==> src/design/eth_tx_pkg.sv <==
/* Ethernet transmit shared definitions */
package eth_tx_pkg;

	// Frame sequencing states
	typedef enum logic [2:0] {
		st_idle     = 3'd0,
		st_preamble = 3'd1,
		st_sfd      = 3'd2,
		st_payload  = 3'd3,
		st_fcs      = 3'd4,
		st_gap      = 3'd5
	} tx_state_e;

	// Local bus region, from lb_addr[23:20]
	typedef enum logic [3:0] {
		region_regs = 4'd0,
		region_buf  = 4'd1
	} lb_region_e;

	// Preamble and start of frame delimiter
	localparam int preamble_len = 7;
	localparam logic [7:0] preamble_byte = 8'h55;
	localparam logic [7:0] sfd_byte = 8'hD5;

	// Interframe gap in byte times
	localparam int ifg_len = 12;

	// Number of frame check bytes
	localparam int fcs_len = 4;

	// Reflected CRC-32 polynomial, LSB first
	localparam logic [31:0] crc_poly_rev = 32'hEDB88320;

endpackage

==> src/design/tx_ifs.sv <==
/* Transmit control and CRC interfaces */


// Frame FSM to CRC generator
interface crc_if ();
	logic init;
	logic en;
	logic [7:0] data_byte;
	logic [31:0] crc;

	modport ctl (output init, output en, output data_byte, input crc);
	modport gen (input init, input en, input data_byte, output crc);
endinterface

==> src/design/crc32_gen.sv <==
/* Byte-serial CRC-32 */
module crc32_gen (
	input  logic tx_clk,
	input  logic arst_n,
	crc_if.gen   c
);

	logic [31:0] crc_next;

	// One byte folded in, LSB first
	function automatic logic [31:0] crc_byte(input logic [31:0] crc_in, input logic [7:0] d);
		logic [31:0] r;
		r = crc_in ^ {24'd0, d};
		for (int i = 0; i < 8; i++) begin
			if (r[0])
				r = (r >> 1) ^ eth_tx_pkg::crc_poly_rev;
			else
				r = r >> 1;
		end
		return r;
	endfunction

	assign crc_next = crc_byte(c.crc, c.data_byte);

	always_ff @(posedge tx_clk or negedge arst_n) begin
		if (!arst_n) begin
			c.crc <= '1;
		end else if (c.init) begin
			c.crc <= '1;
		end else if (c.en) begin
			c.crc <= crc_next;
		end
	end

endmodule

==> src/flat_wrapper.sv <==
// flat-port wrapper written by rule: the top's interface ports become plain ports
module crc32_gen_flat 
  (tx_clk, arst_n, c_init, c_en, c_data_byte, c_crc);
  crc_if c_i ();
  input  logic tx_clk;
  input  logic arst_n;
  input wire logic [$bits(c_i.init)-1:0] c_init;
  input wire logic [$bits(c_i.en)-1:0] c_en;
  input wire logic [$bits(c_i.data_byte)-1:0] c_data_byte;
  output wire logic [$bits(c_i.crc)-1:0] c_crc;
  assign c_i.init = c_init;
  assign c_i.en = c_en;
  assign c_i.data_byte = c_data_byte;
  assign c_crc = c_i.crc;
  crc32_gen u_core (.tx_clk(tx_clk), .arst_n(arst_n), .c(c_i));
endmodule
==> config.mk <==
export PLATFORM = sky130hd
export DESIGN_NAME = crc32_gen_flat
export DESIGN_NICKNAME = d
export VERILOG_FILES = /design/src/design/eth_tx_pkg.sv /design/src/design/tx_ifs.sv /design/src/design/crc32_gen.sv /design/src/flat_wrapper.sv
export SDC_FILE = /design/constraint.sdc
export NUM_CORES = 1
export LEC_CHECK = 0
export ABC_AREA = 1
export BUFFER_PORTS_ARGS = -buffer_cell sky130_fd_sc_hd__buf_2
export CAP_MARGIN = 5
export CELL_PAD_IN_SITES_DETAIL_PLACEMENT = 0
export CELL_PAD_IN_SITES_GLOBAL_PLACEMENT = 1
export CORE_UTILIZATION = 31
export DETAILED_ROUTE_END_ITERATION = 16
export PLACE_DENSITY_LB_ADDON = 0.1
export SKIP_LAST_GASP = 1
export SYNTH_ARGS = -nofsm -noshare
export SYNTH_HDL_FRONTEND = slang
export SYNTH_SLANG_ARGS = --single-unit
==> constraint.sdc <==
create_clock -name tx_clk -period 2 [get_ports tx_clk]
set_input_delay 0.1 -clock tx_clk [delete_from_list [all_inputs] [get_ports tx_clk]]
set_output_delay 0.1 -clock tx_clk [all_outputs]
set_load 0.01 [all_outputs]
Word level (Yosys, flattened, before mapping). Index checks and enable logic that the tools add are counted. Widths: inputs -> output; s select.

Word-level logic and storage cells: 21. Output and inout port bits: 32. Bits in registers: 32. Input bits: 12.

Reduce and logical (&&, ||, !) cells: 1. Muxes and demuxes: 10. Bitwise gates (word level): 9.

Operators with widths (count): $mux 32 (10); $not 13->14 (8); $xor 32x8->32 (1); $reduce_bool 2->1 (1).

Depth between registers and ports, before layout. Gate-level depths: netlist of the first run.

Word-level depth: 19. Gate-level depth with buffers: 12. Mapped depth without buffers: 12.

Worst setup path before layout of the first run. OpenSTA, ideal clock, no wires.

Path kind: register -> register. Start: reg u_core.c.crc[1]. End: reg u_core.c.crc[24]. Data arrival time: 1.371 ns. Data required time: 1.922 ns. Path buffers: 0. Slack: 0.551 ns. Cell stages (with the launch flop): 11. Path through: dfstp_2 -> nand2_1 -> nand2_2 -> nand2_1 -> nand2_4 -> xor2_1 -> inv_1 -> nand2_1 -> nand2_1 -> nand2_1 -> nand2_1.

Longest elaborated chain between the ends: 15.

Ends and longest elaborated chain: start, declared (line tx_ifs.sv:12) `modport gen (input init, input en, input data_byte, output crc);`; start signal, assigned (line crc32_gen.sv:31) `c.crc <= crc_next;`; $xor 32x8->32 * (line crc32_gen.sv:13) `r = crc_in ^ {24'd0, d};`; $mux 32 * (2 in a row) (line crc32_gen.sv:15) `if (r[0])`; $not 13->14 (no source line); $mux 32 * (2 in a row) (line crc32_gen.sv:15); $not 13->14 (no source line); $mux 32 * (line crc32_gen.sv:15); $not 13->14 (no source line); $mux 32 * (2 in a row) (line crc32_gen.sv:15); $not 13->14 (no source line); $mux 32 * (line crc32_gen.sv:15); $mux 32 * (line crc32_gen.sv:30) `end else if (c.en) begin`; $mux 32 * (line crc32_gen.sv:28) `end else if (c.init) begin`.

Every way passes the cells marked *; elsewhere a longest branch is shown, timed or not. The select of a mux whose other input is x is not followed. A chain may end at the register's enable or synchronous reset.

Worst setup path after layout of the first run.
Start: reg u_core.c.crc[5]. End: reg u_core.c.crc[18].

Longest elaborated chain between the ends: 12.

Ends and longest elaborated chain (line): $xor 32x8->32 * (crc32_gen.sv:13); $mux 32 * (6 in a row) (crc32_gen.sv:15); $not 13->14 (no source line); $mux 32 * (2 in a row) (crc32_gen.sv:15); $mux 32 * (crc32_gen.sv:30); $mux 32 * (crc32_gen.sv:28).

Marks and branches as above.

==> summary.md, run 1 <==
| Metric | Value |
|---|---|
| Outcome | `complete, no violations` |
| Hold Crit Start | `c_en` |
| CTS Hold Bufs | `0` |
| Number of global-route vias before repair | `between 2k and 2.5k` |
| F_max | `0.6053 GHz` |
| DRC | `0` |
| Clock sink total | `32` |
| Largest family of logic cells by synthesized area | `simple AND/OR/NAND/NOR gates` |
| Clk pin slew, worst setup/hold paths | `70 ps` |
| Adder-cell area share of the yosys netlist | `0%` |
| First-pass GRT wire length | `11,600 µm` |
| Worst reg2reg path startpoint | `u_core.c.crc[5]` |
| Endpoints failing hold | `0` |
| Worst VDD drop | `0.0003417 V` |
| Core Area | `0.007727 mm²` |
| Post-CTS Resized | `0` |
| Setup violators final | `0` |
| Startpoint Class | `flip-flop` |
| Number of flops mapped to enable cells by yosys | `0` |
| Yosys warns | `0` |
| Hold path depth | `3` |
| PD cells | `1103 mW/mm²` |
| LEAKAGE | `1.444 nW` |
| RR Endpoint | `u_core.c.crc[18]` |
| Synth cell types | `29` |
| HPWL Detailed | `5236 µm` |
| Final WL | `7124 µm` |
| RSZ-0062 raised after global routing | `no` |
| Max Cap Viol | `0` |
| Bufs on Longest Clock Path | `2` |
| Post-route ant nets | `0` |
| Fin crit share | `82.61%` |
| Clk_lat worst skew | `290 ps` |
| Worst Skew | `6.237 ps` |
| Ports | `44` |
| Largest net degree at the start of global routing | `33` |
| XOR/XNOR share of the synthesized area | `around an eighth` |
| CTS tree | `yes` |
| Simple-Gate Fraction of Synth Area | `between 30% and 40%` |
| Share of cells above drive strength 1 | `33.59%` |
| Initial Utilization | `31.95%` |
| Die area | `0.008324 mm²` |
| Sink of the worst hold path | `u_core.c.crc[23]` |
| Final nets | `401` |
| DR vias/cell | `between 4 and 5` |
| Routed len/inst | `14.48 µm` |
| Cells after synthesis | `343` |
| Syn avg cell area | `7.197 µm²` |
| Sequential area share after synthesis | `34.06%` |
| Row count | `32` |
| Min Clock Period, post-route | `around 1700 ps` |
| Initial antenna violation count | `0` |
| Die W | `91.24 µm` |
| FF-to-FF path depth | `9` |
| Max-slew headroom | `roughly half` |
| Via count | `2,258` |
| Post-synthesis mux area share | `0%` |
| FF+latch count, synth | `32` |
| R2r setup slk | `roughly 350 ps` |
| Tot GR Track Use | `18.37%` |
| Final GP Congestion | `0.7967` |
| Largest reg by FF count | `u_core.c.crc` |
| Largest registers | `u_core.c.crc (32)` |
| Largest register FFs | `32` |
| Post-synthesis compound-gate area fraction | `10.95%` |
| First-pass detailed-route iteration total | `5` |
| Post-CTS Setup Repair Bufs | `0` |
| Remaining global-route overflow | `0` |
| WP data arrival | `1870 ps` |
| Hold Path Class | `in2reg` |
| Syn_nets | `355` |
| Predominant post-synthesis flop cell | `dfstp_2` |
| Num CTS Buffers | `5` |
| DRT iter0 DRCs | `between 100 and 150` |
| Required @ worst endpoint | `about 2200 ps` |
| Seq. cell area | `840.8 µm²` |
| CP endpoint kind | `flip-flop` |
| Fin util | `37.66%` |
| FILL cells | `819` |
| Area growth, synth to finish | `17.89%` |
| Die Y | `91.24 µm` |
| Diodes inserted | `0` |
| IO buf count | `43` |
| Crit Path Class | `reg2reg` |
| Worst Tran Pin Value | `773.4 ps` |
| Root buffer cell | `clkbuf_8` |
| Mapped Area | `~0.0025 mm²` |
| Ys async rst share | `100.0%` |
| Worst-path fanout max | `6` |
| Setup TNS | `0 ps` |
| H-tree depth | `2` |
| Max Transition Viols Final | `0` |
| Area of the multi-input gates | `0.001451 mm²` |
## logic make-up (layout without fill, tap and decap cells)
| group | after synthesis | in the layout |
|---|---|---|
| compound gates | 51 | 51 |
| xor+xnor | 32 | 32 |
| buf+inv | 45 | 92 |
| flops | 32 | 32 |
| simple gates | 183 | 183 |
## Yosys cell counts (5+ instances only)
cell,count,area share [%]
dfstp_2,32,34
o21ai_0,17,3.4
nand3_1,16,3.2
nor2_1,9,1.4
a21oi_1,21,4.3
clkbuf_1,5,0.76
nand2_2,19,4.8
inv_1,31,4.7
nand2_4,10,4.6
xor2_1,23,8.2
nand2_1,120,18
o21ai_1,6,1.2
inv_2,6,0.91
xnor2_1,6,2.1
## layout make-up
| type | count | area share, % |
|---|---|---|
| Multi-Input combinational cell | 266 | 49.87 |
| Sequential cell | 32 | 28.89 |
| Timing Repair Buffer | 46 | 8.169 |
| Inverter | 38 | 4.987 |
| Tap cell | 102 | 4.385 |
| Clock buffer | 6 | 2.494 |
| Clock inverter | 2 | 1.204 |
## power by group
part	internal [W]	switching, W
registers	0.000866	0.000127
logic	0.000573	0.00102
clock network	0.000370	0.000258
## cells in the final DEF (no fill, tap or decap), types with 2 or more instances in the layout
| master | count |
|---|---|
| nand2b_1 | 2 |
| nand2_4 | 10 |
| dfstp_2 | 32 |
| buf_2 | 43 |
| xor2_1 | 23 |
| o22ai_1 | 2 |
| o21ai_0 | 17 |
| a31oi_1 | 2 |
| or2_2 | 2 |
| a21oi_1 | 21 |
| clkbuf_8 | 5 |
| o21ai_1 | 6 |
| nor2_1 | 9 |
| xnor2_2 | 2 |
| nand2_1 | 120 |
| buf_4 | 3 |
| inv_2 | 6 |
| nand3_2 | 2 |
| xnor2_1 | 6 |
| inv_1 | 31 |
| a32oi_1 | 2 |
| nand2_2 | 19 |
| nand3_1 | 16 |
## through the flow
step / total power (W) / instances / area, µm² / hold slack, ps / worst slack, ps
2_1_floorplan: 0.002151 / 343 / 2469 / -47.84 / 551.4
4_1_cts: 0.003269 / 492 / 2910 / 103.8 / 330.2
6_report: 0.003209 / 492 / 2910 / 122.4 / 347.8
3_5_place_dp: 0.002610 / 484 / 2803 / 420.9 / 356.8
5_1_grt: 0.003497 / 492 / 2910 / 122.3 / 134.0
3_3_place_gp: 0.002614 / 484 / 2803 / 428.8 / 333.2
## metal layers
metal	global-route usage, %	share of wire, %	vias to the layer above
li1	-	-	1172
met1	25.13	49	1029
met2	30.49	47	53
met3	3.099	3.8	4
met4	3.571	0.53	0
met5	0	0	-
## worst max-delay path, stage by stage, from the launching register on
cell and delay, ps:
dfstp_2 560, inv_1 60, nand2_1 50, nand2_1 190
xnor2_1 310, nand2_1 140, nand2_1 100, nand2b_1 60
nand3_1 60, nand2_1 50
## worst max-delay path by stage
stage	start	end	slack (ps)	depth (start not counted)
5_1_grt	u_core.c.crc[5]	u_core.c.crc[24]	130	11
4_1_cts	u_core.c.crc[5]	u_core.c.crc[28]	330	8
6_report	u_core.c.crc[5]	u_core.c.crc[18]	350	9
2_1_floorplan	u_core.c.crc[1]	u_core.c.crc[24]	550	10
3_3_place_gp	u_core.c.crc[5]	u_core.c.crc[18]	330	9
3_5_place_dp	u_core.c.crc[5]	u_core.c.crc[18]	360	9
No activity file was read; power rests on OpenSTA's default activity.
==> inputs of run 2 (changes only) <==
clock period = 1.4 ns   (was 2 ns; I/O delays follow)
==> run 2 against run 1 <==
Net effect: the run now ends with negative setup slack left; register-to-register slack lost 490 ps; clock-buffer cell count is the same; non-clock buffer count grew 47; flip-flop and latch count is the same; maximum frequency grew 7.2%; routed wire length grew 13%; worst setup slack lost 490 ps; first-iteration DRC count grew 7.2%; cell area grew 35%; sequential share of layout area shrank 7.5 points; die area is the same; largest cell class unchanged.
==> summary.md, run 2 (same netlist as run 1, synthesis figures left out) <==
| Metric | Value |
|---|---|
| Endpoints failing hold | `0` |
| Root buffer cell | `clkbuf_8` |
| Commonest non-fill, non-tap cell in the layout | `nand2_1` |
| Diodes inserted | `0` |
| DRT iter0 DRCs | `119` |
| RSZ-0062 raised after global routing | `yes` |
| Tot GR Track Use | `20.19%` |
| Ports | `44` |
| First-pass GRT wire length | `12,740 µm` |
| Outcome | `complete, but fails checks` |
| Critical path's most frequent cell | `nand2_1` |
| Required @ worst endpoint | `1620 ps` |
| Worst-path fanout max | `5` |
| Routed len/inst | `14.97 µm` |
| Max Transition Viols Final | `0` |
| Area of the multi-input gates | `0.002057 mm²` |
| Die area | `0.008324 mm²` |
| Largest register FFs | `32` |
| Crit-path slowest cell | `dfstp_2` |
| Max-slew headroom | `68.46%` |
| Initial Utilization | `31.95%` |
| Worst VDD drop | `0.0006294 V` |
| IO buf count | `43` |
| Remaining global-route overflow | `0` |
| CP endpoint kind | `flip-flop` |
| Die W | `just over 90 µm` |
| Area growth, synth to finish | `59.20%` |
| Tot Pwr | `0.005708 W` |
| Worst setup margin | `-141.5 ps` |
| Post-route ant nets | `0` |
| HPWL Detailed | `about 5700 µm` |
| H-tree depth | `2` |
| Clk pin slew, worst setup/hold paths | `80 ps` |
| WP data arrival | `between 1500 and 2000 ps` |
| Setup violators final | `27` |
| Min Clock Period, post-route | `1542 ps` |
| R2r setup slk | `-140 ps` |
| Largest reg by FF count | `u_core.c.crc` |
| Hold Path Class | `in2async` |
| Largest net degree at the start of global routing | `24` |
| CTS tree | `yes` |
| LEAKAGE | `1.892 nW` |
| DRC | `0` |
| Worst Skew | `12.86 ps` |
| Die Y | `91.24 µm` |
| Bufs on Longest Clock Path | `2` |
| PD cells | `~1500 mW/mm²` |
| Share of cells above drive strength 1 | `61.24%` |
| Row count | `32` |
| Final GP Congestion | `0.8164` |
| Startpoint Class | `flip-flop` |
| Non-filler cells, final | `538` |
| Core Area | `roughly 0.0077 mm²` |
| Via count | `2,492` |
| Max Cap Viol | `0` |
| First-pass detailed-route iteration total | `4` |
| Clock sink total | `32` |
| Critical path's largest stage delay | `570 ps` |
| Num CTS Buffers | `5` |
| Failing checks | `negative setup slack` |
| Crit Path Class | `reg2reg` |
| Dpl cells | `516` |
| Number of global-route vias before repair | `~2.4k` |
| Seq. cell area | `around 840 µm²` |
| Final WL | `8054 µm` |
| FILL cells | `762` |
| Largest registers | `u_core.c.crc (32)` |
| F_max | `around 0.65 GHz` |
| DR vias/cell | `4.632` |
| Most frequent cells in the layout | `64 x nand2_1, 47 x nand2_2, 43 x buf_2, 34 x buf_4` |
| Final nets | `448` |
| Clk_lat worst skew | `between 200 and 300 ps` |
| Fin crit share | `110.1%` |
| Initial antenna violation count | `0` |
| Worst-path cell chain | `inv_2 > nand2_4 > nand2_8 > xnor2_4 > nand2_1 > nand2_2 > inv_2 > nand2_2 > nand2_1 > nand2_1 > nand2_1` |
| Worst Tran Pin Value | `473.1 ps` |
## run 2: cell types whose count changed in the layout (fill, tap and decap cells not counted), moves of 9 or more
cell / delta
buf_6: +13
nand2_4: +22
o21ai_0: -14
buf_4: +31
o21ai_1: +9
nand2_2: +28
nand2_1: -56
xor2_1: -11
## run 2: critical path, delay by kind of cell (launching register included)
kind,cells,cell delay (ps)
AND/OR/NAND/NOR,8,550
XOR/XNOR,1,230
flip-flops,1,570
buffers and inverters,2,110
## run 2: per-layer routing
metal  routed length (µm)  global-route usage, %  vias up
met4                   81                  4.762        0
met3                  198                  2.513        6
met2                 3893                  34.28       34
li1                     -                      -     1258
met5                    0                      0        -
met1                 3880                  27.28     1194
## run 2: area by class of cell
type	instances	share of cell area, %
repair buffers	93	17.22
clock buffers	6	1.847
multi-input cells	266	52.34
flip-flops and latches	32	21.39
inverters	38	3.820
clock inverters	1	0.1273
well taps	102	3.247
## run 2: worst paths after layout
check / startpoint / end / depth (start not counted)
setup reg to reg: u_core.c.crc[4] / u_core.c.crc[24] / 11
min in group tx_clk: c_en / u_core.c.crc[24] / 3
hold / removal: arst_n / u_core.c.crc[11] / 1
hold reg to reg: u_core.c.crc[31] / u_core.c.crc[31] / 2
setup / recovery: u_core.c.crc[4] / u_core.c.crc[24] / 11
max in group asynchronous: arst_n / u_core.c.crc[24] / 2
## run 2: what timing repair did
| action | in CTS | in global routing |
|---|---|---|
| gates cloned | 0 | 0 |
| pin swaps | 37 | 51 |
| resized for setup | 70 | 89 |
| hold buffers | 0 | 0 |
| setup buffers | 10 | 7 |
| setup endpoints to repair | 28 | 31 |
## run 2: power breakdown
part	switching (W)	leakage, nW	internal, W
Clock	0.000375	0.0410	0.000339
Sequential	0.000227	0.337	0.00124
Combinational	0.00197	1.51	0.00155
Total	0.00258	1.89	0.00313
## run 2: stage by stage
step | area, µm² | setup slack [ps] | util (%) | hold WS, ps | TNS, ps
final | 3930 | -141.5 | 50.86 | 46.17 | -2223
after global routing | 3930 | -224.7 | 50.86 | 74.59 | -4778
after CTS | 3498 | -132.1 | 45.27 | 56.16 | -2229
after detailed placement | 3075 | -208.8 | 39.80 | 376.0 | -3721
after global placement | 3075 | -200.5 | 39.80 | 376.5 | -3385
after floorplan | 2489 | -30.25 | - | -77.84 | -166.6
